**config.mk**
```make
export PLATFORM = sky130hd
export DESIGN_NAME = hazard_unit
export DESIGN_NICKNAME = d
export VERILOG_FILES = /design/src/cpu_pkg.sv /design/src/hazard_unit.sv
export SDC_FILE = /design/constraint.sdc
export NUM_CORES = 1
export LEC_CHECK = 0
export BUFFER_PORTS_ARGS = -buffer_cell sky130_fd_sc_hd__buf_2
export CORE_AREA = 2 2 39 41
export DETAILED_ROUTE_END_ITERATION = 16
export DIE_AREA = 0 0 41 43
export PLACE_DENSITY = 0.55
export RECOVER_POWER = 50
export REMOVE_ABC_BUFFERS = 1
export SYNTH_ARGS = -nofsm -noshare
export SYNTH_HDL_FRONTEND = slang
export SYNTH_SLANG_ARGS = --single-unit
```
**constraint.sdc**
```tcl
create_clock -name vclk -period 1.4
set_input_delay 0.28 -clock vclk [all_inputs]
set_output_delay 0.28 -clock vclk [all_outputs]
set_load 0.03 [all_outputs]
```
**src/cpu_pkg.sv**
```systemverilog
`default_nettype none

package cpu_pkg;

    ////////////////////////////////////////////////////////////
    // Widths with a meaning
    ////////////////////////////////////////////////////////////
    typedef logic [31:0] word_t;       // Data or instruction word
    typedef logic [31:0] addr_t;       // Byte address
    typedef logic [4:0]  reg_idx_t;
    typedef logic [15:0] seq_t;        // Retirement sequence number
    typedef logic [3:0]  stall_cnt_t;  // Saturating decode stall count
    typedef logic [2:0]  credit_t;

    // Trace records allowed in flight
    localparam credit_t TRACE_CREDITS = 3'd4;

    // Memory sizes in words
    localparam int IMEM_DEPTH = 64;
    localparam int DMEM_DEPTH = 64;

    ////////////////////////////////////////////////////////////
    // RV32I opcodes of the supported subset
    ////////////////////////////////////////////////////////////
    localparam logic [6:0] OP_RTYPE  = 7'b0110011;  // ADD, SUB
    localparam logic [6:0] OP_ITYPE  = 7'b0010011;  // ADDI
    localparam logic [6:0] OP_LOAD   = 7'b0000011;  // LW
    localparam logic [6:0] OP_STORE  = 7'b0100011;  // SW
    localparam logic [6:0] OP_BRANCH = 7'b1100011;  // BEQ

    typedef enum logic {
        alu_add,
        alu_sub
    } alu_op_t;

endpackage

`default_nettype wire

```
**src/hazard_unit.sv**
```systemverilog
`timescale 1ns/1ns
`default_nettype none

module hazard_unit import cpu_pkg::*; (
    input  reg_idx_t id_rs1,
    input  reg_idx_t id_rs2,
    input  logic     id_uses_rs2,
    input  reg_idx_t ex_rd,
    input  logic     ex_we,
    input  reg_idx_t mem_rd,
    input  logic     mem_we,
    input  logic     ex_branch_taken,
    input  logic     trace_hold,
    output logic     stall,
    output logic     flush,
    output logic     freeze
);

    logic rs1_hit;
    logic rs2_hit;

    // Source register pending in execute or memory
    function automatic logic pending(input reg_idx_t src, input reg_idx_t rd_ex,
                                     input logic we_ex, input reg_idx_t rd_mem,
                                     input logic we_mem);
        logic hit;
        hit = (we_ex && rd_ex == src) || (we_mem && rd_mem == src);
        return (src != '0) && hit;
    endfunction

    assign rs1_hit = pending(id_rs1, ex_rd, ex_we, mem_rd, mem_we);
    assign rs2_hit = id_uses_rs2 && pending(id_rs2, ex_rd, ex_we, mem_rd, mem_we);

    // Write-back is covered by the register file bypass

    assign freeze = trace_hold;                            // Trace back-pressure wins
    assign flush  = ex_branch_taken && !freeze;
    assign stall  = (rs1_hit || rs2_hit) && !flush && !freeze;  // Flushed decode never stalls

endmodule

`default_nettype wire

```
* Word-level counts from Yosys, hierarchy flattened
Index checks and enable logic that the tools add are counted.
** Storage, ports and cells
- Flip-flop bits (word level) :: 0
- Input port bits :: 25
- Output and inout bits :: 3
- Logic and storage cells :: 21
** Operators by class
- Eq/ne operators :: 4
- Reduce and logical (&&, ||, !) cells :: 17
** Operators by type and width (number)
- $eq A5 B5 Y1 :: 4
- $logic_and A1 B1 Y1 :: 10
- $reduce_bool A5 Y1 :: 2
- $logic_or A1 B1 Y1 :: 3
- $logic_not A1 Y1 :: 2

* Depth between registers and ports, before layout
- Depth in word-level cells :: 8
- Depth in mapped cells :: 4

* Least setup slack after synthesis
Ideal clock, no wire load.
- Kind :: in2out
- From :: input id_rs2[0]
- To :: output stall
- Data arrival time :: 1.234 ns
- Data required time :: 1.120 ns
- Path slack :: -0.114 ns
- Cell stages on the path :: 4
- Buffers on the path :: 0
- Cells stage by stage :: or4_1 > o21ai_1 > nor3_1 > a22o_1
** Between the ends
- Longest elaborated chain between the ends :: 8
- Elaborated cells on any way between the ends :: 11
** RTL lines
- start: declaration :: line hazard_unit.sv:6 : input reg_idx_t id_rs2,
- $eq A5 B5 Y1 :: line hazard_unit.sv:27 : hit = (we_ex && rd_ex == src) || (we_mem && rd_mem == src);
- $logic_and A1 B1 Y1 :: line hazard_unit.sv:27
- $logic_or A1 B1 Y1 :: line hazard_unit.sv:27
- $logic_and A1 B1 Y1 * :: line hazard_unit.sv:28 : return (src != '0) && hit;
- $logic_and A1 B1 Y1 * :: line hazard_unit.sv:32 : assign rs2_hit = id_uses_rs2 && pending(id_rs2, ex_rd, ex_we, mem_rd, mem_we);
- $logic_or A1 B1 Y1 * :: line hazard_unit.sv:38 : assign stall = (rs1_hit || rs2_hit) && !flush && !freeze;
- $logic_and A1 B1 Y1 * (2 in series) :: line hazard_unit.sv:38
- end: declaration :: line hazard_unit.sv:14 : output logic stall,
Mark *: on every way between the ends. The rest lies on a longest branch, timed or not.

* Worst setup path after layout
Ends and elaborated chain as after synthesis.

==> flow_summary.yaml <==
layout:
  layout.cell_area.non_filler_um2: 499
  fin_nets: 98
  num-clock-buffers: 0
  sequential_cell_total: 0
  antenna_cells: 0
  ff_latch_area_um2: 0
  synth_to_layout_area_growth_pct: 75.8
  post_route_cells_drive_above_1_share_pct: 47.9
timing:
  slew_headroom_pct: 76.0
  fmax_mhz: 600
  finalMaxSlewViolations: 0
  finalHoldWorstSlack_ns: 0.875
  rsz0062_at_grt: "true"
  finalHoldViolCount: 0
  totalNegativeSetupSlack_ns: -0.266
  worstMarginPinSlew_ns: 0.361
  period_utilization_pct: 119
  final.setup.worst_slack_ns: -0.266
  setup_viol_count_final: 1
  layout_min_cycle_time_ns: 1.67
logic_synthesis:
  synth.most_common_cell: "sky130_fd_sc_hd__xnor2_1"
  synthAdderAreaFrac_pct: 0
  synthSimpleGateAreaFrac_pct: 23.8
  synth_top_cells_by_count: "sky130_fd_sc_hd__xnor2_1, sky130_fd_sc_hd__nand2_1, sky130_fd_sc_hd__nand4_1"
  synthesis.area_per_instance_um2: 7.28
  synth.lib_cells_used.distinct: 12
  synthCells: 39
  count_of_yosys_warnings_during_synthesis: 0
  synth_xor_area_share_pct: 61.7
  yosys.area.top_type: "sky130_fd_sc_hd__xnor2_1"
  synthMuxAreaShare_pct: 0
  mappedNetlistArea_um2: 284
  synth_top_family_by_area: "XOR/XNOR gates"
  synth_sequential_area_ratio_pct: 0
  yosysTopAreaCellShare_pct: 61.7
  synth_compound_area_share_pct: 11.9
  synth.top_cells.by_area: "sky130_fd_sc_hd__xnor2_1, sky130_fd_sc_hd__nand4_1, sky130_fd_sc_hd__nand2_1"
global_routing:
  gr-usage-all-layers_pct: 9.79
  first_global_vias: 357
  grt_pass1_wl_um: 1300
  grt_antenna_before_repair: 0
  grt_start_max_net_pins: 5
  globalRouteOverflowTotal: 0
worst_setup_path:
  cp_cell_sequence: "buf_6 -> or4_4 -> o21ai_2 -> nor3_1 -> a22o_1 -> buf_6"
  path_class: "in2out"
  critical_path_arrival_ns: 1.39
  critPathCaptureType: "primary output"
  critical_path_peak_fanout: 2
  critical_path.slowest_cell: "sky130_fd_sc_hd__or4_4"
  timing.critical_path.slowest_cell_delay_ns: 0.52
  cp_top_family: "simple AND/OR/NAND/NOR gates"
  critical_path.startpoint_type: "input port"
  crit_buf_inv: 2
  worstPathRequired_ns: 1.12
  path_common_cell: "sky130_fd_sc_hd__buf_6"
routing:
  routedWlPerCell_um: 10.0
  drt_first_pass_iters: 2
  detail_route.wirelength_um: 872
  drtIter0Drc: 1
  vias_per_cell: 4.46
  routed-via-count: 388
  remaining_drc_errors: 0
  final_antenna_net_count: 0
floorplan:
  design.portCount: 28
  die-area_um2: 1760
  core_region_area_um2: 1380
  die_extent_in_x_um: 41
  die_h_um: 43
  std_cell_rows: 14
  initial_cell_density_of_the_core_pct: 20.5
place:
  io_buffer_count: 28
  dp.final_hpwl_um: 835
  dpl-instance-area_um2: 474
  finalWeightedCongestion: 0.761
power:
  power_leakage_nw: 0.208
  power.density_cell_area_nw_per_um2: 311
  worst_ir_drop_vdd_mv: 0.110
run_status:
  failed_checks: "setup timing"
  outcome: "finished with violations"
min_path:
  holdCritPathClass: "in2out"
flow_run:
  drv.max_cap_violation_count: 0
clocking:
  post-cts-setup-buffers: 0
[metal layers]
metal / routed length, µm / GRT usage (%) / vias up / part of all wire (%)
li1: - / - / 201 / -
met1: 385 / 14.2 / 171 / 44
met2: 426 / 16.6 / 16 / 49
met3: 61 / 0 / 0 / 7.0
met4: 0 / 0 / 0 / 0
met5: 0 / 0 / - / 0
[where the power goes]
part | switching, W | internal, W | total (W)
logic | 0.0000687 | 0.0000868 | 0.000155
clock network | 0 | 0 | 0
registers | 0 | 0 | 0
[cells in the final DEF (no fill, tap or decap)]
cell and instances:
sky130_fd_sc_hd__buf_6 3, sky130_fd_sc_hd__buf_2 24, sky130_fd_sc_hd__o21ai_2 1, sky130_fd_sc_hd__nor3_1 2
sky130_fd_sc_hd__a211oi_1 1, sky130_fd_sc_hd__nand2_1 4, sky130_fd_sc_hd__xnor2_1 20, sky130_fd_sc_hd__clkbuf_1 1
sky130_fd_sc_hd__o22ai_1 2, sky130_fd_sc_hd__buf_4 5, sky130_fd_sc_hd__nand4_1 4, sky130_fd_sc_hd__a22o_1 1
sky130_fd_sc_hd__nor2_1 1, sky130_fd_sc_hd__or4_4 1, sky130_fd_sc_hd__nor2b_1 1
[final timing paths]
path	endpoint	from	slack, ns	depth (start not counted)
setup / recovery	stall	id_rs2[0]	-0.27	6
hold / removal	flush	trace_hold	0.88	3
[cell type report]
cell class	instances	area (µm²)
fill	160	885
multi-input combinational	38	284
timing repair buffer	33	195
tap	16	20.0
[repair_timing]
action,CTS,global route
resized for setup,2,5
hold buffers,0,0
pin swaps,1,1
endpoints found under the setup margin,1,1
endpoints found under the hold margin,0,0
[cell families (layout without fill, tap and decap cells)]
group / after synthesis / in the layout
and+or+nand+nor: 13 / 13
AOI/OAI and AO/OA: 5 / 5
xor gates and xnor gates: 20 / 20
buffers and inverters: 1 / 33
[stage by stage]
stage / instances / worst slack (ns) / util (%) / power (W)
floorplan: 38 / -0.114 / - / 0.0000689
finish: 87 / -0.266 / 36.1 / 0.000155
CTS: 87 / -0.315 / 34.7 / 0.000152
detailed placement: 87 / -0.322 / 34.3 / 0.000151
global route: 87 / -0.296 / 36.1 / 0.000170
global placement: 87 / -0.297 / 34.3 / 0.000149
[worst min-delay path, delay by kind of cell]
kind	cells	cell delay [ns]
buf+inv	2	0.28
simple gates	1	0.04
Power figures use the tool's default switching activity.
