[config.mk]
export PLATFORM = sky130hd
export DESIGN_NAME = reg_file
export DESIGN_NICKNAME = d
export VERILOG_FILES = /design/src/cpu_pkg.sv /design/src/reg_file.sv
export SDC_FILE = /design/constraint.sdc
export NUM_CORES = 1
export LEC_CHECK = 0
export ABC_CLOCK_PERIOD_IN_PS = 7100
export BUFFER_PORTS_ARGS = -buffer_cell sky130_fd_sc_hd__buf_2
export CAP_MARGIN = 5
export CORE_MARGIN = 10
export CORE_UTILIZATION = 35
export DETAILED_ROUTE_END_ITERATION = 7
export SKIP_CTS_REPAIR_TIMING = 1
export SLEW_MARGIN = 30
export SYNTH_ARGS = -nofsm -noshare
export SYNTH_HDL_FRONTEND = slang
export SYNTH_SLANG_ARGS = --single-unit
[constraint.sdc]
create_clock -name clk -period 7.1 [get_ports clk]
set_clock_uncertainty 0.2 [all_clocks]
set_input_delay 0.355 -clock clk [delete_from_list [all_inputs] [get_ports clk]]
set_output_delay 0.355 -clock clk [all_outputs]
set_load 0.02 [all_outputs]
[src/cpu_pkg.sv]
`default_nettype none

package cpu_pkg;

    ////////////////////////////////////////////////////////////
    // Widths with a meaning
    ////////////////////////////////////////////////////////////
    typedef logic [31:0] word_t;       // Data or instruction word
    typedef logic [31:0] addr_t;       // Byte address
    typedef logic [4:0]  reg_idx_t;
    typedef logic [15:0] seq_t;        // Retirement sequence number
    typedef logic [3:0]  stall_cnt_t;  // Saturating decode stall count
    typedef logic [2:0]  credit_t;

    // Trace records allowed in flight
    localparam credit_t TRACE_CREDITS = 3'd4;

    // Memory sizes in words
    localparam int IMEM_DEPTH = 64;
    localparam int DMEM_DEPTH = 64;

    ////////////////////////////////////////////////////////////
    // RV32I opcodes of the supported subset
    ////////////////////////////////////////////////////////////
    localparam logic [6:0] OP_RTYPE  = 7'b0110011;  // ADD, SUB
    localparam logic [6:0] OP_ITYPE  = 7'b0010011;  // ADDI
    localparam logic [6:0] OP_LOAD   = 7'b0000011;  // LW
    localparam logic [6:0] OP_STORE  = 7'b0100011;  // SW
    localparam logic [6:0] OP_BRANCH = 7'b1100011;  // BEQ

    typedef enum logic {
        alu_add,
        alu_sub
    } alu_op_t;

endpackage

`default_nettype wire

[src/reg_file.sv]
`timescale 1ns/1ns
`default_nettype none

module reg_file import cpu_pkg::*; (
    input  logic     clk,
    input  reg_idx_t rs1_idx,
    input  reg_idx_t rs2_idx,
    output word_t    rs1_data,
    output word_t    rs2_data,
    input  logic     we,
    input  reg_idx_t rd,
    input  word_t    wd
);

    word_t regs [1:31];  // x0 has no storage

    always_ff @(posedge clk) begin
        if (we && rd != '0) begin
            regs[rd] <= wd;
        end
    end

    // Write-through so decode sees the value retiring this cycle
    assign rs1_data = (rs1_idx == '0)             ? '0 :
                      (we && rd == rs1_idx)       ? wd :
                                                    regs[rs1_idx];

    assign rs2_data = (rs2_idx == '0)             ? '0 :
                      (we && rd == rs2_idx)       ? wd :
                                                    regs[rs2_idx];

endmodule

`default_nettype wire

# Yosys cells after proc, flatten, opt, wreduce, memory -nomap -nowiden

Memories as Yosys holds them, arrays and structs flattened.
Cells that the tools add are included.

Equality and inequality tests: 2
Multiplexer cells: 6
Reduce and logical (&&, ||, !) cells: 6

Operator list:

| kind               | number |
|---|---|
| 2-to-1 mux 32 bit  | 4 |
| == test 5 bit      | 2 |
| zero test 5 bit    | 2 |
| nonzero test 5 bit | 1 |
| logical AND 1 bit  | 3 |
| 2-to-1 mux 1 bit   | 2 |

Register bits after elaboration: 0
RAM bits: 992
Output and inout bits: 64
Memories: 1

Memory list:

| name | words | width | read ports | clocked after Yosys merged registers in | wr ports | line           | source |
|---|---|---|---|---|---|---|---|
| regs | 31    | 32    | 2          | 0                                       | 1        | reg_file.sv:15 | `word_t regs [1:31];` |

# Logic depth before layout (Yosys ltp)

Depth in word-level cells: 4
Depth in mapped cells: 10
Depth with buffers taken out: 5

# Worst setup path before layout

OpenSTA, ideal clock, no wires.

Path type: input to register
From: input port we
To: memory regs[28][0] (netlist name), enable pin
Setup time: 0.421 ns
Data arrival time: 2.539 ns
Slack: 3.940 ns
Cell stages on the path: 4
Path through: clkbuf_1 > or3b_2 > clkbuf_1 > nor2_1

Longest elaborated chain between the ends: 3

Ends and longest elaborated chain:

| element                                | line           | source |
|---|---|---|
| from (decl)                            | reg_file.sv:10 | `input logic we,` |
| logical AND 1 bit                      | reg_file.sv:18 | `if (we && rd != '0) begin` |
| 2-to-1 mux 1 bit                       | reg_file.sv:18 |  |
| 2-to-1 mux 1 bit (not written as such) | reg_file.sv:19 | `regs[rd] <= wd;` |
| to (decl)                              | reg_file.sv:15 |  |

Every way passes these cells.

# Final worst setup path

From: input port rs2_idx[1]
To: output port rs2_data[16]

Longest elaborated chain between the ends: 4
Elaborated cells on any way between the ends: 6
Those cells by class: eq/ne (1); mux (2); reduce/logical (2); memory (1)

Ends and longest elaborated chain:

| element                                                           | line           | source |
|---|---|---|
| from (decl)                                                       | reg_file.sv:7  | `input reg_idx_t rs2_idx,` |
| branches (longest 3 deep; another with memory read (31 x 32 bit)) | n/a            |  |
| 2-to-1 mux 32 bit (*)                                             | reg_file.sv:28 | `assign rs2_data = (rs2_idx == '0) ? '0 :` |
| to (decl)                                                         | reg_file.sv:9  | `output word_t rs2_data,` |

Mark *: on every way between the ends.

==> flow_summary.ini <==
[status]
status = finished clean

[critical_path]
cp.required_ns = 6.55
path_max_fanout = 75
crit_path_start_kind = input pin
crit_type = in -> out
arrival_ns = 3.83
worst_setup_path_end_kind = output port

[floorplan]
core_um2 = 133800
initial_core_util = 0.3528
io_pins = 113
fp.dieH_um = 387.2
dieArea_um2 = 149900
rows = 134
dieWidth_um = 387.2

[cells_and_area]
fill_cells = 12110
fin_nets = 2896
reg_top3 = regs (992)
syn2layout_area_growth_pct = 13.11
largest_reg_flops = 992
final_util = 0.3990
top_register = regs
regArea_um2 = 29790
drive_gt1_frac = 0.2728
multi_input_area_um2 = 16450

[logic_synthesis]
synth_top_area_share = 0.6311
synthCells = 2759
syn_area_per_cell_um2 = 17.11
synth_area_leaders = edfxtp_1 (63%), mux4_2 (14%), mux2i_1 (5.8%)
yosys.cell_types.count = 51
ys_warn_count = 0
yosysSeqAreaShare = 0.6311
synth_top_cell_by_area = edfxtp_1
async_flop_share = 0
synth_edf_count = 992
syn_nets = 2808
synth_flop_cell = edfxtp_1
synth_area_um2 = 47200
ys_seq_elements = 992

[timing]
worst_pin_slew_ns = 1.057
fin_crit_sh = 0.6171
whs_ns = 0.004928
rsz0062_at_grt = no
hold_violations = 0
setup_violations = 0
max_freq_mhz = 228.2
relSlewSlack = 0.2951
fin_setup_tns_ns = 0
maxSlewViolCount = 0
fin_crit_ns = 4.382

[global_route]
overflow = 0
first_global_vias = 29190
grt_max_degree = 104
track_usage = 0.2030
grt_pass1_wl_um = 220600
antenna_found_initial = 18

[route]
via_per_inst = 6.299
drtIter0Drc = 3835
wl_per_cell_um = 33.66
drt-total-wl_um = 158100
num_vias = 29590
route.detailed.drc = 0
drtPass1Iterations = 5
drtAntennaViolNets = 0

[placement]
place.gp.congestion = 0.8476
hpwl_um = 95240
port_buffers = 112

[clock_tree]
clk_pin_slew_worst_paths_ns = 0.06
clk_path_buf_depth = 3
numCtsBuffers = 100
clkSinkCount = 992
cts_tree = built
cts-root-buf = clkbuf_16
htreeDepth = 3

[hold_path]
hold_start = wd[5]
hold_depth = 1
hp-class = in -> reg
min_to = regs[5][5]$_DFFE_PP_

[power_and_ir_drop]
power_density_nw_per_um2 = 249.1
leakage_nw = 17.09
ir_worst_vdd_mv = 0.2063

[run]
drv_cap = 0
[layer usage]
metal	vias up	track usage	wire [µm]
met4	6	0.07466	5646
met1	15590	0.2749	63070
met2	1781	0.3151	72910
met5	-	0	35
li1	11870	-	-
met3	339	0.05022	16450
[area by class of cell]
type / instances / share of cell area
sequential: 992 / 0.5580
multi-input combinational: 1523 / 0.3080
clock buffer: 114 / 0.04825
tap: 1768 / 0.04143
timing repair buffer: 227 / 0.03037
clock inverter: 66 / 0.01355
inverter: 3 / 0.0002109
antenna: 4 / 0.0001875
[cells in the mapped netlist, drive strengths merged, types with 4 or more instances]
master   number
o41ai        24
edfxtp      992
a22oi        31
a32o         31
nor2         73
a311oi       18
o22ai        77
a221oi       13
nand2b        5
nor3         21
a22o         21
a31oi        20
mux4        303
nor2b        30
nand2       154
xor2          4
xnor2         6
a21oi        61
mux2         91
a211oi       58
o2111ai      37
a32oi        19
o21ai        31
a2bb2oi      19
a2111oi      12
buf         143
nand3        16
o211ai       21
a2111o       31
clkbuf       98
nand3b        7
mux2i       272
[metrics by stage]
step           setup WS (ns)  instances  power (mW)  area (µm²)
3_3_place_gp           2.702       4487       7.962       49790
4_1_cts                2.690       4668       13.33       53130
5_1_grt                2.600       4694       13.66       53380
3_5_place_dp           2.716       4488       7.969       49830
6_report               2.718       4697       13.30       53390
2_1_floorplan          3.940       2759       7.447       47200
[critical path, stage by stage]
cell	delay, ns
clkbuf_8	0.63
xor2_1	0.15
nor4_1	0.56
nand3_1	0.31
nor2_4	0.75
buf_4	0.39
a32o_1	0.37
buf_2	0.25
[power by group]
part / internal, mW / total (mW) / leakage (nW) / switching [mW]
clock network: 3.11 / 5.43 / 1.61 / 2.32
registers: 6.52 / 6.54 / 8.94 / 0.0280
logic: 0.466 / 1.33 / 6.55 / 0.860
[cell families (layout without fill, tap and decap cells)]
| group | Yosys count | after routing | share of synthesized area |
|---|---|---|---|
| AO/OA/AOI/OAI | 527 | 527 | 0.08485 |
| flip-flops | 992 | 992 | 0.6311 |
| AND/OR/NAND/NOR | 320 | 320 | 0.02998 |
| buffers and inverters | 244 | 410 | 0.02728 |
| XOR/XNOR | 10 | 10 | 0.001855 |
| other | 0 | 4 | 0 |
| multiplexers | 666 | 666 | 0.2249 |
[how the worst max path moves through the flow]
stage,startpoint,endpoint,slack (ns),depth (start not counted)
4_1_cts,rs1_idx[1],rs1_data[21],2.69,8
3_3_place_gp,rs1_idx[1],rs1_data[21],2.70,8
6_report,rs2_idx[1],rs2_data[16],2.72,8
3_5_place_dp,rs1_idx[1],rs1_data[21],2.72,8
2_1_floorplan,we,regs[28][0]$_DFFE_PP_,3.94,4
5_1_grt,rs1_idx[1],rs1_data[21],2.60,8
[placed cells by master, fill, tap and decap left out, types with 13 or more instances in the layout]
| cell type | netlist | final |
|---|---|---|
| nand2_1 | 154 | 154 |
| nor3_1 | 21 | 20 |
| a311oi_1 | 18 | 18 |
| a31oi_1 | 20 | 19 |
| edfxtp_1 | 992 | 992 |
| clkinv_2 | 0 | 21 |
| mux4_2 | 303 | 303 |
| a22oi_1 | 31 | 31 |
| a221oi_1 | 13 | 13 |
| o211ai_1 | 21 | 21 |
| clkinv_1 | 2 | 19 |
| a32o_1 | 31 | 31 |
| o41ai_1 | 24 | 22 |
| nor2b_1 | 30 | 26 |
| mux2i_1 | 272 | 272 |
| o21ai_0 | 31 | 31 |
| nor2_1 | 73 | 37 |
| mux2_2 | 79 | 79 |
| a21oi_1 | 61 | 61 |
| clkbuf_16 | 0 | 101 |
| buf_2 | 95 | 104 |
| nand3_1 | 16 | 15 |
| dlygate4sd3_1 | 0 | 25 |
| a2111o_1 | 31 | 31 |
| o22ai_1 | 77 | 77 |
| bufinv_16 | 0 | 14 |
| clkbuf_1 | 98 | 13 |
| nor2_4 | 0 | 33 |
| buf_4 | 17 | 87 |
| a32oi_1 | 19 | 19 |
| o2111ai_1 | 37 | 37 |
| a2bb2oi_1 | 19 | 19 |
| a211oi_1 | 58 | 58 |
| a22o_1 | 21 | 21 |
(Power assumes the default switching activity.)
