## config.mk

```make
export PLATFORM = sky130hd
export DESIGN_NAME = data_mem
export DESIGN_NICKNAME = d
export VERILOG_FILES = /design/src/cpu_pkg.sv /design/src/data_mem.sv
export SDC_FILE = /design/constraint.sdc
export NUM_CORES = 2
export LEC_CHECK = 0
export BUFFER_PORTS_ARGS = -buffer_cell sky130_fd_sc_hd__buf_2
export CAP_MARGIN = 20
export CORE_MARGIN = 2
export CORE_UTILIZATION = 36
export CTS_BUF_LIST = sky130_fd_sc_hd__clkbuf_8
export CTS_CLUSTER_SIZE = 28
export DETAILED_ROUTE_END_ITERATION = 7
export MAX_ROUTING_LAYER = met4
export PLACE_DENSITY = 0.61
export SLEW_MARGIN = 20
export SYNTH_ARGS = -nofsm -noshare
export SYNTH_HDL_FRONTEND = slang
export SYNTH_SLANG_ARGS = --single-unit
```

## constraint.sdc

```tcl
create_clock -name clk -period 4.2 [get_ports clk]
set_input_delay 0.42 -clock clk [delete_from_list [all_inputs] [get_ports clk]]
set_output_delay 0.42 -clock clk [all_outputs]
set_load 0.05 [all_outputs]
```

## src/cpu_pkg.sv

```systemverilog
`default_nettype none

package cpu_pkg;

    ////////////////////////////////////////////////////////////
    // Widths with a meaning
    ////////////////////////////////////////////////////////////
    typedef logic [31:0] word_t;       // Data or instruction word
    typedef logic [31:0] addr_t;       // Byte address
    typedef logic [4:0]  reg_idx_t;
    typedef logic [15:0] seq_t;        // Retirement sequence number
    typedef logic [3:0]  stall_cnt_t;  // Saturating decode stall count
    typedef logic [2:0]  credit_t;

    // Trace records allowed in flight
    localparam credit_t TRACE_CREDITS = 3'd4;

    // Memory sizes in words
    localparam int IMEM_DEPTH = 64;
    localparam int DMEM_DEPTH = 64;

    ////////////////////////////////////////////////////////////
    // RV32I opcodes of the supported subset
    ////////////////////////////////////////////////////////////
    localparam logic [6:0] OP_RTYPE  = 7'b0110011;  // ADD, SUB
    localparam logic [6:0] OP_ITYPE  = 7'b0010011;  // ADDI
    localparam logic [6:0] OP_LOAD   = 7'b0000011;  // LW
    localparam logic [6:0] OP_STORE  = 7'b0100011;  // SW
    localparam logic [6:0] OP_BRANCH = 7'b1100011;  // BEQ

    typedef enum logic {
        alu_add,
        alu_sub
    } alu_op_t;

endpackage

`default_nettype wire

```

## src/data_mem.sv

```systemverilog
`timescale 1ns/1ns
`default_nettype none

module data_mem import cpu_pkg::*; (
    input  logic  clk,
    input  logic  we,
    input  addr_t addr,
    input  word_t wdata,
    output word_t rdata
);

    word_t ram [DMEM_DEPTH];
    logic [$clog2(DMEM_DEPTH)-1:0] word_idx;

    // Word addressing only, low two bits ignored
    assign word_idx = addr[$clog2(DMEM_DEPTH)+1:2];

    initial begin
        for (int i = 0; i < DMEM_DEPTH; i++) begin
            ram[i] = '0;
        end
    end

    always_ff @(posedge clk) begin
        if (we) begin
            ram[word_idx] <= wdata;
        end
    end

    assign rdata = ram[word_idx];  // Combinational read

endmodule

`default_nettype wire

```

# Yosys cells after proc, flatten, opt, wreduce, memory -nomap -nowiden
# Memories as Yosys holds them, arrays and structs flattened.
# Index checks and enable logic that the tools add are counted.
dict set report totals {
  register_bits 0
  ram_bits 2048
  inputBits 66
  output_inout_bits 32
  wordCells 3
  n_memories 1
}
# name depth word_bits read_ports rd_ports_with_merged_regs wr line
set mem_list {}
lappend mem_list {ram 64 32 1 0 1 data_mem.sv:12} ;# word_t ram [DMEM_DEPTH];
dict set report op_classes {
  mux 2
}
# op count
set op_table {}
lappend op_table {{$mux W1} 2}

# Depth between registers and ports, before layout
dict set report logic_depth {
  ltp_word 2
  ltp_mapped 13
  mapped_depth_nobuf 6
}

# Least setup slack after synthesis
# OpenSTA, ideal clock, no wires.
dict set report synth_path {
  path_type {in2reg}
  startpoint {input port addr[4]}
  endpoint {memory ram[15][0] in the netlist's numbering, enable pin}
  setup_ps 421
  arrival_time_ps 3238
  required_time_ps 3779
  setup_slack_ps 541
  path_stages 8
  n_path_buf 6
  cell_sequence {buf_2 > buf_2 > buf_2 > buf_2 > buf_2 > buf_2 > nand3_1 > nor2_1}
}
# item line
set synth_rtl {}
lappend synth_rtl {{start, declared} data_mem.sv:7} ;# input addr_t addr,
lappend synth_rtl {{end, declared} data_mem.sv:12}
# Straight into the memory's write port.

# Final worst setup path
dict set report layout_path {
  startpoint {input port addr[4]}
  endpoint {output port rdata[12]}
}
dict set report layout_between {
  elab_chain_len 1
}
# item line
set layout_lines {}
lappend layout_lines {{$mem_v2 Z64 W32} n/a}
lappend layout_lines {{end, declared} data_mem.sv:9} ;# output word_t rdata
# Every way passes these cells.

==> reports/qor.yml <==
clocking:
  clk_path_buf_depth: 4
  cts_htree_levels: 5
  cts-root-buf: "sky130_fd_sc_hd__clkbuf_8"
  post_cts.repair.setup_buffers: 0
  cts_sinks: 2048
  clock_pin_slew_on_the_worst_setup_and_hold_paths_ns: 0.06
  tritoncts.num_buffers: 336
  cts_tree: "yes"
synthesis:
  netlist.area_leader.share: 0.786
  yosysSeqAreaShare: 0.786
  synth-warning-count: 0
  synth_top_cells_by_area: "sky130_fd_sc_hd__edfxtp_1 (79%), sky130_fd_sc_hd__mux2i_1 (3.3%), sky130_fd_sc_hd__mux4_2 (2.8%)"
  synth.cell_area_um2: 78300
  yosysTopAreaCell: "sky130_fd_sc_hd__edfxtp_1"
  synth.ff_latch_count: 2048
  post_synthesis_cells: 4207
  synthesis.nets: 4273
  async_reset_ff_frac: 0
  edff_count_synth: 2048
  postSynthAreaPerCell_um2: 18.6
  synthDistinctLibCells: 55
  yosys_most_used_dff: "sky130_fd_sc_hd__edfxtp_1"
pwr:
  pwr_density_nw_per_um2: 448
  cellLeakagePower_nw: 29.2
  worst_ir_drop_vdd_mv: 0.300
  finalPower_mw: 40.5
worst_setup_path:
  critPathLaunchType: "input port"
  worst_stage_delay_on_the_critical_path_ns: 0.47
  crit_slowest_cell: "sky130_fd_sc_hd__buf_4"
  worstSetupEndpointType: "output pin"
  critPathRequiredTime_ns: 3.78
  critical_path_class: "input port to output pin"
  timing.critical_path.cells: "buf_8, buf_12, buf_4, buf_4, mux2_2, a221oi_1, o22ai_1, a21oi_1, nand3_1, buf_2"
  crit_fanout: 41
  critical_path_at_ns: 3.66
  critPathMostFrequentCell: "sky130_fd_sc_hd__buf_4"
floorplanning:
  ios: 98
  die-width_um: 470
  initial_core_util: 0.361
  die_area_um2: 221000
  die_height_um: 470
  core_area_um2: 217000
  row_count: 171
final_layout:
  layout.cells.most_common_list: "sky130_fd_sc_hd__edfxtp_1 (2,048), sky130_fd_sc_hd__clkbuf_8 (346), sky130_fd_sc_hd__mux2i_1 (249)"
  largest_reg_flops: 2048
  layout.cell_area.non_filler_um2: 90400
  syn2layout_area_growth_pct: 15.5
  max_flop_register: "ram"
  largest_registers: "ram (2048)"
  share_of_cells_above_drive_strength_1: 0.225
  layout.cells.most_common: "sky130_fd_sc_hd__edfxtp_1"
  layout.nets: 4681
placement:
  io_buffers: 71
  globalplace.congestion: 0.844
  dp_hpwl_um: 124000
  placedInstanceArea_um2: 84300
timing:
  tightestPinTransition_ns: 1.09
  grt_setup_unrepaired: "no"
  fin_setup_tns_ns: 0
  period_needed_ns: 4.08
  max_clock_freq_mhz: 245
  maxSlewViolCount: 0
  slew_headroom: 0.271
  hold_violations: 0
  finalSetupViolations: 0
  fin_crit_sh: 0.971
global_route:
  first_global_vias: 43200
  grt_use_met3: 0.0344
  groute.layer.met2.usage: 0.302
  number_of_antenna_violations_at_the_first_check_in_global_routing: 13
  gr-max-usage-layer: "met2"
  grt_usage: 0.194
  grt_start_max_net_pins: 85
  grt_remaining_overflow: 0
  grt_first_pass_wirelength_um: 306000
  use_met1: 0.258
drt:
  ant_nets: 0
  detail_route.iter0.violations: 5185
  detailroute.via_count: 43600
  dr.pass1.iters: 6
  post-route-drc-count: 0
  drt-total-wl_um: 215000
  detail_route.wl_per_cell_um: 27.9
  vias_per_cell: 5.66
status:
  status: "finished, final reports clean"
hold_path:
  worstHoldPathType: "input port to flop"
job:
  drv.max_cap_violation_count: 0
-- power by group --
part	internal [mW]	switching, mW	leakage, nW
logic	0.800	1.73	7.52
clock network	7.74	7.60	3.24
registers	22.6	0.0305	18.4
-- through the flow --
step	util	setup WS [ns]	instances	hold WS, ns
after floorplan	-	0.541	4207	0.519
after global placement	0.389	0.0671	7110	0.830
after detailed placement	0.389	0.0547	7110	0.839
after CTS	0.417	0.00290	7671	0.00139
after global routing	0.417	0.00206	7690	0.0577
final	0.417	0.121	7692	0.0923
-- layout make-up --
| cell class | count | area (um^2) |
|---|---|---|
| clock buffer | 346 | 4760 |
| clock inverter | 203 | 897 |
| antenna | 12 | 30.0 |
| timing repair buffer | 368 | 3440 |
| fill | 19100 | 126000 |
| multi-input combinational | 1859 | 16200 |
| tap | 2854 | 3570 |
| sequential | 2048 | 61500 |
| inverter | 2 | 15.0 |
-- timing repair --
| action | CTS | global route |
|---|---|---|
| gates resized for setup | 35 | 4 |
| hold buffers | 12 | 9 |
| setup endpoints to repair | 12 | 3 |
| hold endpoints to repair | 250 | 472 |
| pin swaps | 0 | 0 |
-- final timing paths --
| check | depth (start not counted) | slack [ns] | end | from |
|---|---|---|---|---|
| min | 1 | 0.09 | ram[54][25] | wdata[25] |
| max | 10 | 0.12 | rdata[12] | addr[4] |
-- cells in the mapped netlist, types with 3 or more instances --
| cell type | n |
|---|---|
| sky130_fd_sc_hd__nor4_1 | 14 |
| sky130_fd_sc_hd__a221o_1 | 15 |
| sky130_fd_sc_hd__buf_2 | 83 |
| sky130_fd_sc_hd__a221oi_1 | 175 |
| sky130_fd_sc_hd__a31oi_1 | 43 |
| sky130_fd_sc_hd__or3_1 | 4 |
| sky130_fd_sc_hd__nor2b_1 | 8 |
| sky130_fd_sc_hd__o221ai_1 | 6 |
| sky130_fd_sc_hd__o22a_1 | 70 |
| sky130_fd_sc_hd__nand3_1 | 54 |
| sky130_fd_sc_hd__a22o_1 | 66 |
| sky130_fd_sc_hd__edfxtp_1 | 2048 |
| sky130_fd_sc_hd__buf_12 | 3 |
| sky130_fd_sc_hd__a22oi_1 | 188 |
| sky130_fd_sc_hd__mux2i_1 | 259 |
| sky130_fd_sc_hd__clkbuf_1 | 168 |
| sky130_fd_sc_hd__mux4_2 | 96 |
| sky130_fd_sc_hd__nor3_1 | 22 |
| sky130_fd_sc_hd__o2bb2ai_1 | 15 |
| sky130_fd_sc_hd__and2_1 | 5 |
| sky130_fd_sc_hd__a2111oi_0 | 15 |
| sky130_fd_sc_hd__or4b_1 | 14 |
| sky130_fd_sc_hd__mux2_2 | 147 |
| sky130_fd_sc_hd__and3_1 | 85 |
| sky130_fd_sc_hd__nand2b_1 | 18 |
| sky130_fd_sc_hd__o21ai_0 | 84 |
| sky130_fd_sc_hd__or4_1 | 15 |
| sky130_fd_sc_hd__a21oi_1 | 121 |
| sky130_fd_sc_hd__o22ai_1 | 93 |
| sky130_fd_sc_hd__nor2_1 | 145 |
| sky130_fd_sc_hd__buf_1 | 33 |
| sky130_fd_sc_hd__nand2_1 | 28 |
| sky130_fd_sc_hd__buf_4 | 8 |
| sky130_fd_sc_hd__a222oi_1 | 16 |
| sky130_fd_sc_hd__nand4_1 | 3 |
| sky130_fd_sc_hd__a211oi_1 | 17 |
-- routing by layer --
| layer | part of all wire | wire [um] |
|---|---|---|
| met1 | 0.42 | 89500 |
| met2 | 0.48 | 103000 |
| met3 | 0.074 | 15900 |
| met4 | 0.031 | 6670 |
| met5 | 0 | 0 |
-- cells by family (layout without fill, tap and decap cells) --
kind of cell / after synthesis / in the layout / synth area share
flops: 2048 / 2048 / 0.786
simple gates: 424 / 424 / 0.0283
buf+inv: 300 / 919 / 0.0170
mux: 502 / 502 / 0.0819
other cells: 0 / 12 / 0
compound gates: 933 / 933 / 0.0873
-- critical path: cells and delay by family --
kind                   cells  cell delay, ns
multiplexers               1            0.38
AO/OA/AOI/OAI              3            0.83
buffers and inverters      5            1.68
AND/OR/NAND/NOR            1            0.25
No activity file was read; power rests on OpenSTA's default activity.
