[src/cpu_pkg.sv]
`default_nettype none

package cpu_pkg;

    ////////////////////////////////////////////////////////////
    // Widths with a meaning
    ////////////////////////////////////////////////////////////
    typedef logic [31:0] word_t;       // Data or instruction word
    typedef logic [31:0] addr_t;       // Byte address
    typedef logic [4:0]  reg_idx_t;
    typedef logic [15:0] seq_t;        // Retirement sequence number
    typedef logic [3:0]  stall_cnt_t;  // Saturating decode stall count
    typedef logic [2:0]  credit_t;

    // Trace records allowed in flight
    localparam credit_t TRACE_CREDITS = 3'd4;

    // Memory sizes in words
    localparam int IMEM_DEPTH = 64;
    localparam int DMEM_DEPTH = 64;

    ////////////////////////////////////////////////////////////
    // RV32I opcodes of the supported subset
    ////////////////////////////////////////////////////////////
    localparam logic [6:0] OP_RTYPE  = 7'b0110011;  // ADD, SUB
    localparam logic [6:0] OP_ITYPE  = 7'b0010011;  // ADDI
    localparam logic [6:0] OP_LOAD   = 7'b0000011;  // LW
    localparam logic [6:0] OP_STORE  = 7'b0100011;  // SW
    localparam logic [6:0] OP_BRANCH = 7'b1100011;  // BEQ

    typedef enum logic {
        alu_add,
        alu_sub
    } alu_op_t;

endpackage

`default_nettype wire

[src/retire_trace.sv]
`timescale 1ns/1ns
`default_nettype none

module retire_trace import cpu_pkg::*; (
    input  logic       clk,
    input  logic       rst,
    input  logic       stall,
    input  logic       flush,
    input  logic       freeze,
    input  logic       wb_valid,
    input  addr_t      wb_pc,
    input  word_t      wb_instr,
    input  logic       wb_we,
    input  reg_idx_t   wb_rd,
    input  word_t      wb_data,
    output logic       trace_valid,
    output seq_t       trace_seq,
    output addr_t      trace_pc,
    output word_t      trace_instr,
    output logic       trace_rd_we,
    output reg_idx_t   trace_rd,
    output word_t      trace_rd_data,
    output stall_cnt_t trace_stalls,
    input  logic       trace_credit,
    output logic       trace_hold
);

    stall_cnt_t id_slot, ex_slot, mem_slot, wb_slot;
    seq_t seq_q;
    credit_t credits_q;

    ////////////////////////////////////////////////////////////
    // Shadow stall counts, one slot per stage
    ////////////////////////////////////////////////////////////
    always_ff @(posedge clk) begin
        if (rst) begin
            id_slot  <= '0;
            ex_slot  <= '0;
            mem_slot <= '0;
            wb_slot  <= '0;
        end else if (!freeze) begin  // Frozen cycles leave every slot alone
            if (stall) begin
                if (id_slot != '1) id_slot <= id_slot + 4'd1;  // Saturates
                ex_slot <= '0;
            end else if (flush) begin
                id_slot <= '0;
                ex_slot <= '0;
            end else begin
                id_slot <= '0;       // Fresh fetch enters decode
                ex_slot <= id_slot;
            end
            mem_slot <= ex_slot;
            wb_slot  <= mem_slot;
        end
    end

    // Retirement happens in the cycle write-back actually commits
    assign trace_valid   = wb_valid && !freeze;
    assign trace_seq     = seq_q;
    assign trace_pc      = wb_pc;
    assign trace_instr   = wb_instr;
    assign trace_rd_we   = wb_we;
    assign trace_rd      = wb_rd;
    assign trace_rd_data = wb_data;
    assign trace_stalls  = wb_slot;

    ////////////////////////////////////////////////////////////
    // Sequence number and credits
    ////////////////////////////////////////////////////////////
    always_ff @(posedge clk) begin
        if (rst) begin
            seq_q     <= '0;
            credits_q <= TRACE_CREDITS;
        end else begin
            if (trace_valid) seq_q <= seq_q + 16'd1;
            case ({trace_valid, trace_credit})
                2'b10:   credits_q <= credits_q - 3'd1;
                2'b01:   credits_q <= credits_q + 3'd1;
                default: ;  // Use and return cancel
            endcase
        end
    end

    assign trace_hold = (credits_q == '0);

endmodule

`default_nettype wire

[config.mk]
export PLATFORM = sky130hd
export DESIGN_NAME = retire_trace
export DESIGN_NICKNAME = d
export VERILOG_FILES = /design/src/cpu_pkg.sv /design/src/retire_trace.sv
export SDC_FILE = /design/constraint.sdc
export NUM_CORES = 1
export LEC_CHECK = 0
export BUFFER_PORTS_ARGS = -buffer_cell sky130_fd_sc_hd__buf_4
export CORE_MARGIN = 10
export CORE_UTILIZATION = 36
export CTS_CLUSTER_SIZE = 25
export DETAILED_ROUTE_END_ITERATION = 7
export GPL_TIMING_DRIVEN = 0
export PLACE_DENSITY = 0.8
export SYNTH_ARGS = -nofsm -noshare
export SYNTH_HDL_FRONTEND = slang
export SYNTH_SLANG_ARGS = --single-unit
[constraint.sdc]
create_clock -name clk -period 2.8 [get_ports clk]
set_input_delay 0.14 -clock clk [delete_from_list [all_inputs] [get_ports clk]]
set_output_delay 0.14 -clock clk [all_outputs]
set_load 0.05 [all_outputs]
---- Word-level counts from Yosys, hierarchy flattened ----
Index checks and enable logic that the tools add are counted.
word-level totals
  word-level logic and storage cells ...... 25
  input bits .............................. 109
  output and inout bits ................... 124
  register bits ........................... 35
cells by class
  multiplexer cells ....................... 5
  add/sub/neg operators ................... 4
  reduce and logical (&&, ||, !) cells .... 5
  bitwise operators ....................... 1
  eq/ne operators ......................... 4
operators with widths
  operator                                                                 count
  16-bit by 1-bit adder with 16-bit output, second input constant          1
  4-bit two-way mux                                                        4
  3-bit case mux with 2 select lines                                       1
  4-bit by 1-bit adder with 4-bit output, second input constant            1
  4-bit inequality test, second input constant                             1
  3-bit by 1-bit adder with 3-bit output, second input constant            1
  3-bit logical NOT                                                        1
  3-bit by 1-bit subtractor with 3-bit output, second input constant       1
  2-bit by 1-bit equality test with 1-bit output, second input constant    1
  2-bit equality test, second input constant                               1
  2-bit by 1-bit inequality test with 1-bit output, second input constant  1
  2-bit AND reduction                                                      1
  2-bit nonzero test                                                       1
  1-bit logical AND                                                        1
  1-bit logical NOT                                                        1
  1-bit NOT                                                                1

---- Logic depth before layout (Yosys ltp) ----
  depth in word-level cells ............... 4
  depth in mapped cells ................... 10
  gate-level depth less buffers ........... 8

---- Worst setup path after synthesis ----
OpenSTA, ideal clock, no wires.
  kind .................................... input -> register
  start ................................... in freeze
  end ..................................... reg credits_q[2]
  arrival ................................. 2.279 ns
  buffers on the path ..................... 2
  setup time .............................. 0.132 ns
  setup slack ............................. 0.388 ns
  required time ........................... 2.668 ns
  stages on the path ...................... 10
  path through ............................ clkbuf_1 > nor2b_1 > clkbuf_1 > inv_1 > ha_1 > inv_1 > fa_1 > xor2_1 > o21ai_0 > or3b_2
on the way
  cells in the longest elaborated chain, start to end .. 4
  elaborated cells between the ends (all ways) .. 6
  classes of those cells .................. eq/ne: 2; mux: 1; reduce/logical: 3
RTL lines
  element                                                                                       line                RTL
  start: declaration                                                                            retire_trace.sv:9   input logic freeze,
  1-bit logical NOT (*)                                                                         retire_trace.sv:58  assign trace_valid = wb_valid && !freeze;
  1-bit logical AND (*)                                                                         retire_trace.sv:58
  via trace_valid                                                                               retire_trace.sv:16  output logic trace_valid,
  2-bit by 1-bit equality test with 1-bit output / 2-bit equality test (equally long branches)  retire_trace.sv:76  case ({trace_valid, trace_credit})
  3-bit case mux with 2 select lines / 2-bit nonzero test (equally long branches)               n/a
  end signal: assignment                                                                        retire_trace.sv:77  2'b10: credits_q <= credits_q - 3'd1;
  end signal: assignment                                                                        retire_trace.sv:78  2'b01: credits_q <= credits_q + 3'd1;
  end: declaration                                                                              retire_trace.sv:30  credit_t credits_q;
The timed path passes the listed nets; every way through them passes the cells marked *.
A chain may end at the register's enable or synchronous reset.

---- Final worst setup path ----
  start ................................... in freeze
  end ..................................... reg credits_q[2]
on the way
  cells in the longest elaborated chain, start to end .. 4
  elaborated cells between the ends (all ways) .. 6
  classes of those cells .................. eq/ne: 2; mux: 1; reduce/logical: 3
RTL lines
  element                                                                                       line
  1-bit logical NOT (*)                                                                         retire_trace.sv:58
  1-bit logical AND (*)                                                                         retire_trace.sv:58
  2-bit by 1-bit equality test with 1-bit output / 2-bit equality test (equally long branches)  retire_trace.sv:76
  3-bit case mux with 2 select lines / 2-bit nonzero test (equally long branches)               n/a
Every way passes the cells marked *; elsewhere a longest branch is shown, timed or not.

==> impl_metrics.ini <==
[global_routing]
grt_usage_pct = 14.03
antenna_found_initial = 0
grt_pass1_wl_um = 11340
grt_pass1_vias = 2190
grt_max_degree = 11
grt-ovfl-total = 0

[floorplanning]
die_h_um = 99.82
die_width_um = 99.82
initial_core_util_pct = 36.54
core_area_mm2 = 0.006277
rows = 29
die_area_mm2 = 0.009963
pin_count = 233

[routing]
drtIter0Drc = 82
postRouteAntennaNets = 0
wl_per_cell_um = 15.96
drt-vias-per-instance = 4.390
drc = 0
num_vias = 2116
totalWireLength_um = 7692
firstDrtPassIters = 4

[synthesis]
synth.largest_area_cell = buf_4
ys_ff_latch = 35
netlist_instances = 270
syn-num-nets = 383
synth_area_mm2 = 0.002293
synth_top_family_by_area = buffers and inverters
syn_avg_cell_area_um2 = 8.494
synth_top_cell_area_share_pct = 33.39
synth_area_leaders = buf_4, dfxtp_1, mux2i_1
synth_simple_gate_area_share_pct = 17.08
yosys_warnings = 0
synth-compound-area-share_pct = 4.310
synth_cell_types = 33
synthXorXnorAreaFrac_pct = 4.583
synth_fa_ha_area_share_pct = 2.510
synth_seq_area_share_pct = 30.55
synthMuxAreaShare_pct = 5.783

[sta]
setup_viol = 0
fin_hold_ws_ps = 151.2
period_needed_ps = 2184
fin_crit_sh_pct = 78.01
finalWorstSetupSlack_ps = 615.7
skew_ps = 3.755
hold_viol_final = 0
drv_slew = 0
rsz0062_at_grt = no
tightestPinTransition_ps = 566.3
fin_tns_setup_ps = 0
slew_headroom_pct = 62.24
max_clock_freq_mhz = 457.8

[clock_tree]
clk_pin_slew_worst_paths_ps = 60
cts-resized-gates = 0
ctsHoldBuffers = 0
cts.sink_count = 35
clk_latency_ps = 280
cts_tree = done
cts_buffer_depth = 2
cts_setup_buffers = 0
cts_root_buffer = clkbuf_8
htree_levels = 2
numCtsBuffers = 5

[setup_path]
crit_fanout = 10
worstPathArrival_ps = 2350
cp_data_required_time_ps = 2960
end_kind = register
crit_path_start_kind = primary input
crit_type = in2reg

[final_layout]
final_nets = 519
fin_util_pct = 54.65
final_cell_mix = buf_4, dfxtp_1, nor2_1
layout_commonest_cell = buf_4
diodes = 0
synthToLayoutAreaGrowth_pct = 49.59
drive_above_1_share_pct = 59.75

[place]
routabilityCongestion = 0.8037
post-place-ws_ps = 330.9
io_buffers = 129
dp_hpwl_um = 6824

[power_and_ir_drop]
power_density_mw_per_mm2 = 425.1
ir_drop_mv = 0.3120
leakagePower_uw = 0.001737

[run_status]
status = finished, final reports clean

[flow_run]
maxCapViolCount = 0

[worst_hold_path]
hp-class = in2reg
-- layer usage --
layer / GRT usage (%) / vias up / wire, µm
li1: - / 1058 / -
met1: 13.05 / 924 / 2445
met2: 25.83 / 128 / 3987
met3: 7.967 / 6 / 1192
met4: 3.308 / 0 / 66
met5: 0 / - / 0
-- state kept, by name (all words and copies together), names as in the netlist --
name          cells
trace_stalls      4
mem_slot          4
trace_seq        16
ex_slot           4
credits_q         3
id_slot           4
-- worst paths after layout --
check / end / depth (start not counted) / slack, ps / start
worst min register to register: ex_slot[0] / 2 / 460 / ex_slot[0]
worst max-delay path: credits_q[2] / 11 / 620 / freeze
worst min-delay path: id_slot[1] / 3 / 150 / stall
worst max register to register: credits_q[2] / 4 / 1140 / credits_q[0]
-- per-stage QoR --
| step | power, µW | std cells | area, µm² |
|---|---|---|---|
| 2_1_floorplan | 991.9 | 270 | 2293 |
| 3_5_place_dp | 1147 | 476 | 3358 |
| 5_1_grt | 1525 | 482 | 3431 |
| 6_report | 1458 | 482 | 3431 |
| 3_3_place_gp | 1137 | 476 | 3358 |
| 4_1_cts | 1482 | 482 | 3431 |
-- synthesized netlist by cell type, drive strengths merged --
cell type / instances
nor2b: 3
buf: 105
mux2: 2
a22oi: 1
mux2i: 11
ha: 3
and4b: 2
nor3: 4
a41oi: 1
xnor2: 4
a211oi: 1
a21oi: 8
fa: 1
nor4: 3
nor2: 27
nand4b: 1
or3: 2
o21ai: 4
dfxtp: 35
o31ai: 2
and4: 1
or3b: 1
nand4: 4
nand2b: 2
clkbuf: 4
nand2: 13
or4: 2
nand3: 11
xor2: 8
inv: 4
-- cell type report --
type / instances / area, µm²
fill: 590 / 2846
sequential: 35 / 700.7
clock buffer: 6 / 72.57
timing repair buffer: 129 / 968.4
tap: 77 / 96.34
buffer: 109 / 792.0
multi-input combinational: 122 / 785.8
inverter: 4 / 15.01
-- worst max-delay path, stage by stage --
cell and delay [ps]:
buf_4 80, clkbuf_1 390, nor2b_1 90, clkbuf_1 180, inv_1 90, ha_1 180, inv_1 60, fa_1 370
xor2_1 170, o21ai_0 140, or3b_2 450
-- logic make-up after synthesis --
kind of cell,Yosys count
XOR/XNOR,12
AO/OA/AOI/OAI,17
adder cells (fa/ha/maj),4
multiplexers,13
AND/OR/NAND/NOR,76
buffers and inverters,113
flip-flops,35
-- where the power goes --
group / switching [µW] / internal (µW)
logic: 386 / 222
registers: 12.3 / 509
clock network: 163 / 165
Power figures use the tool's default switching activity.
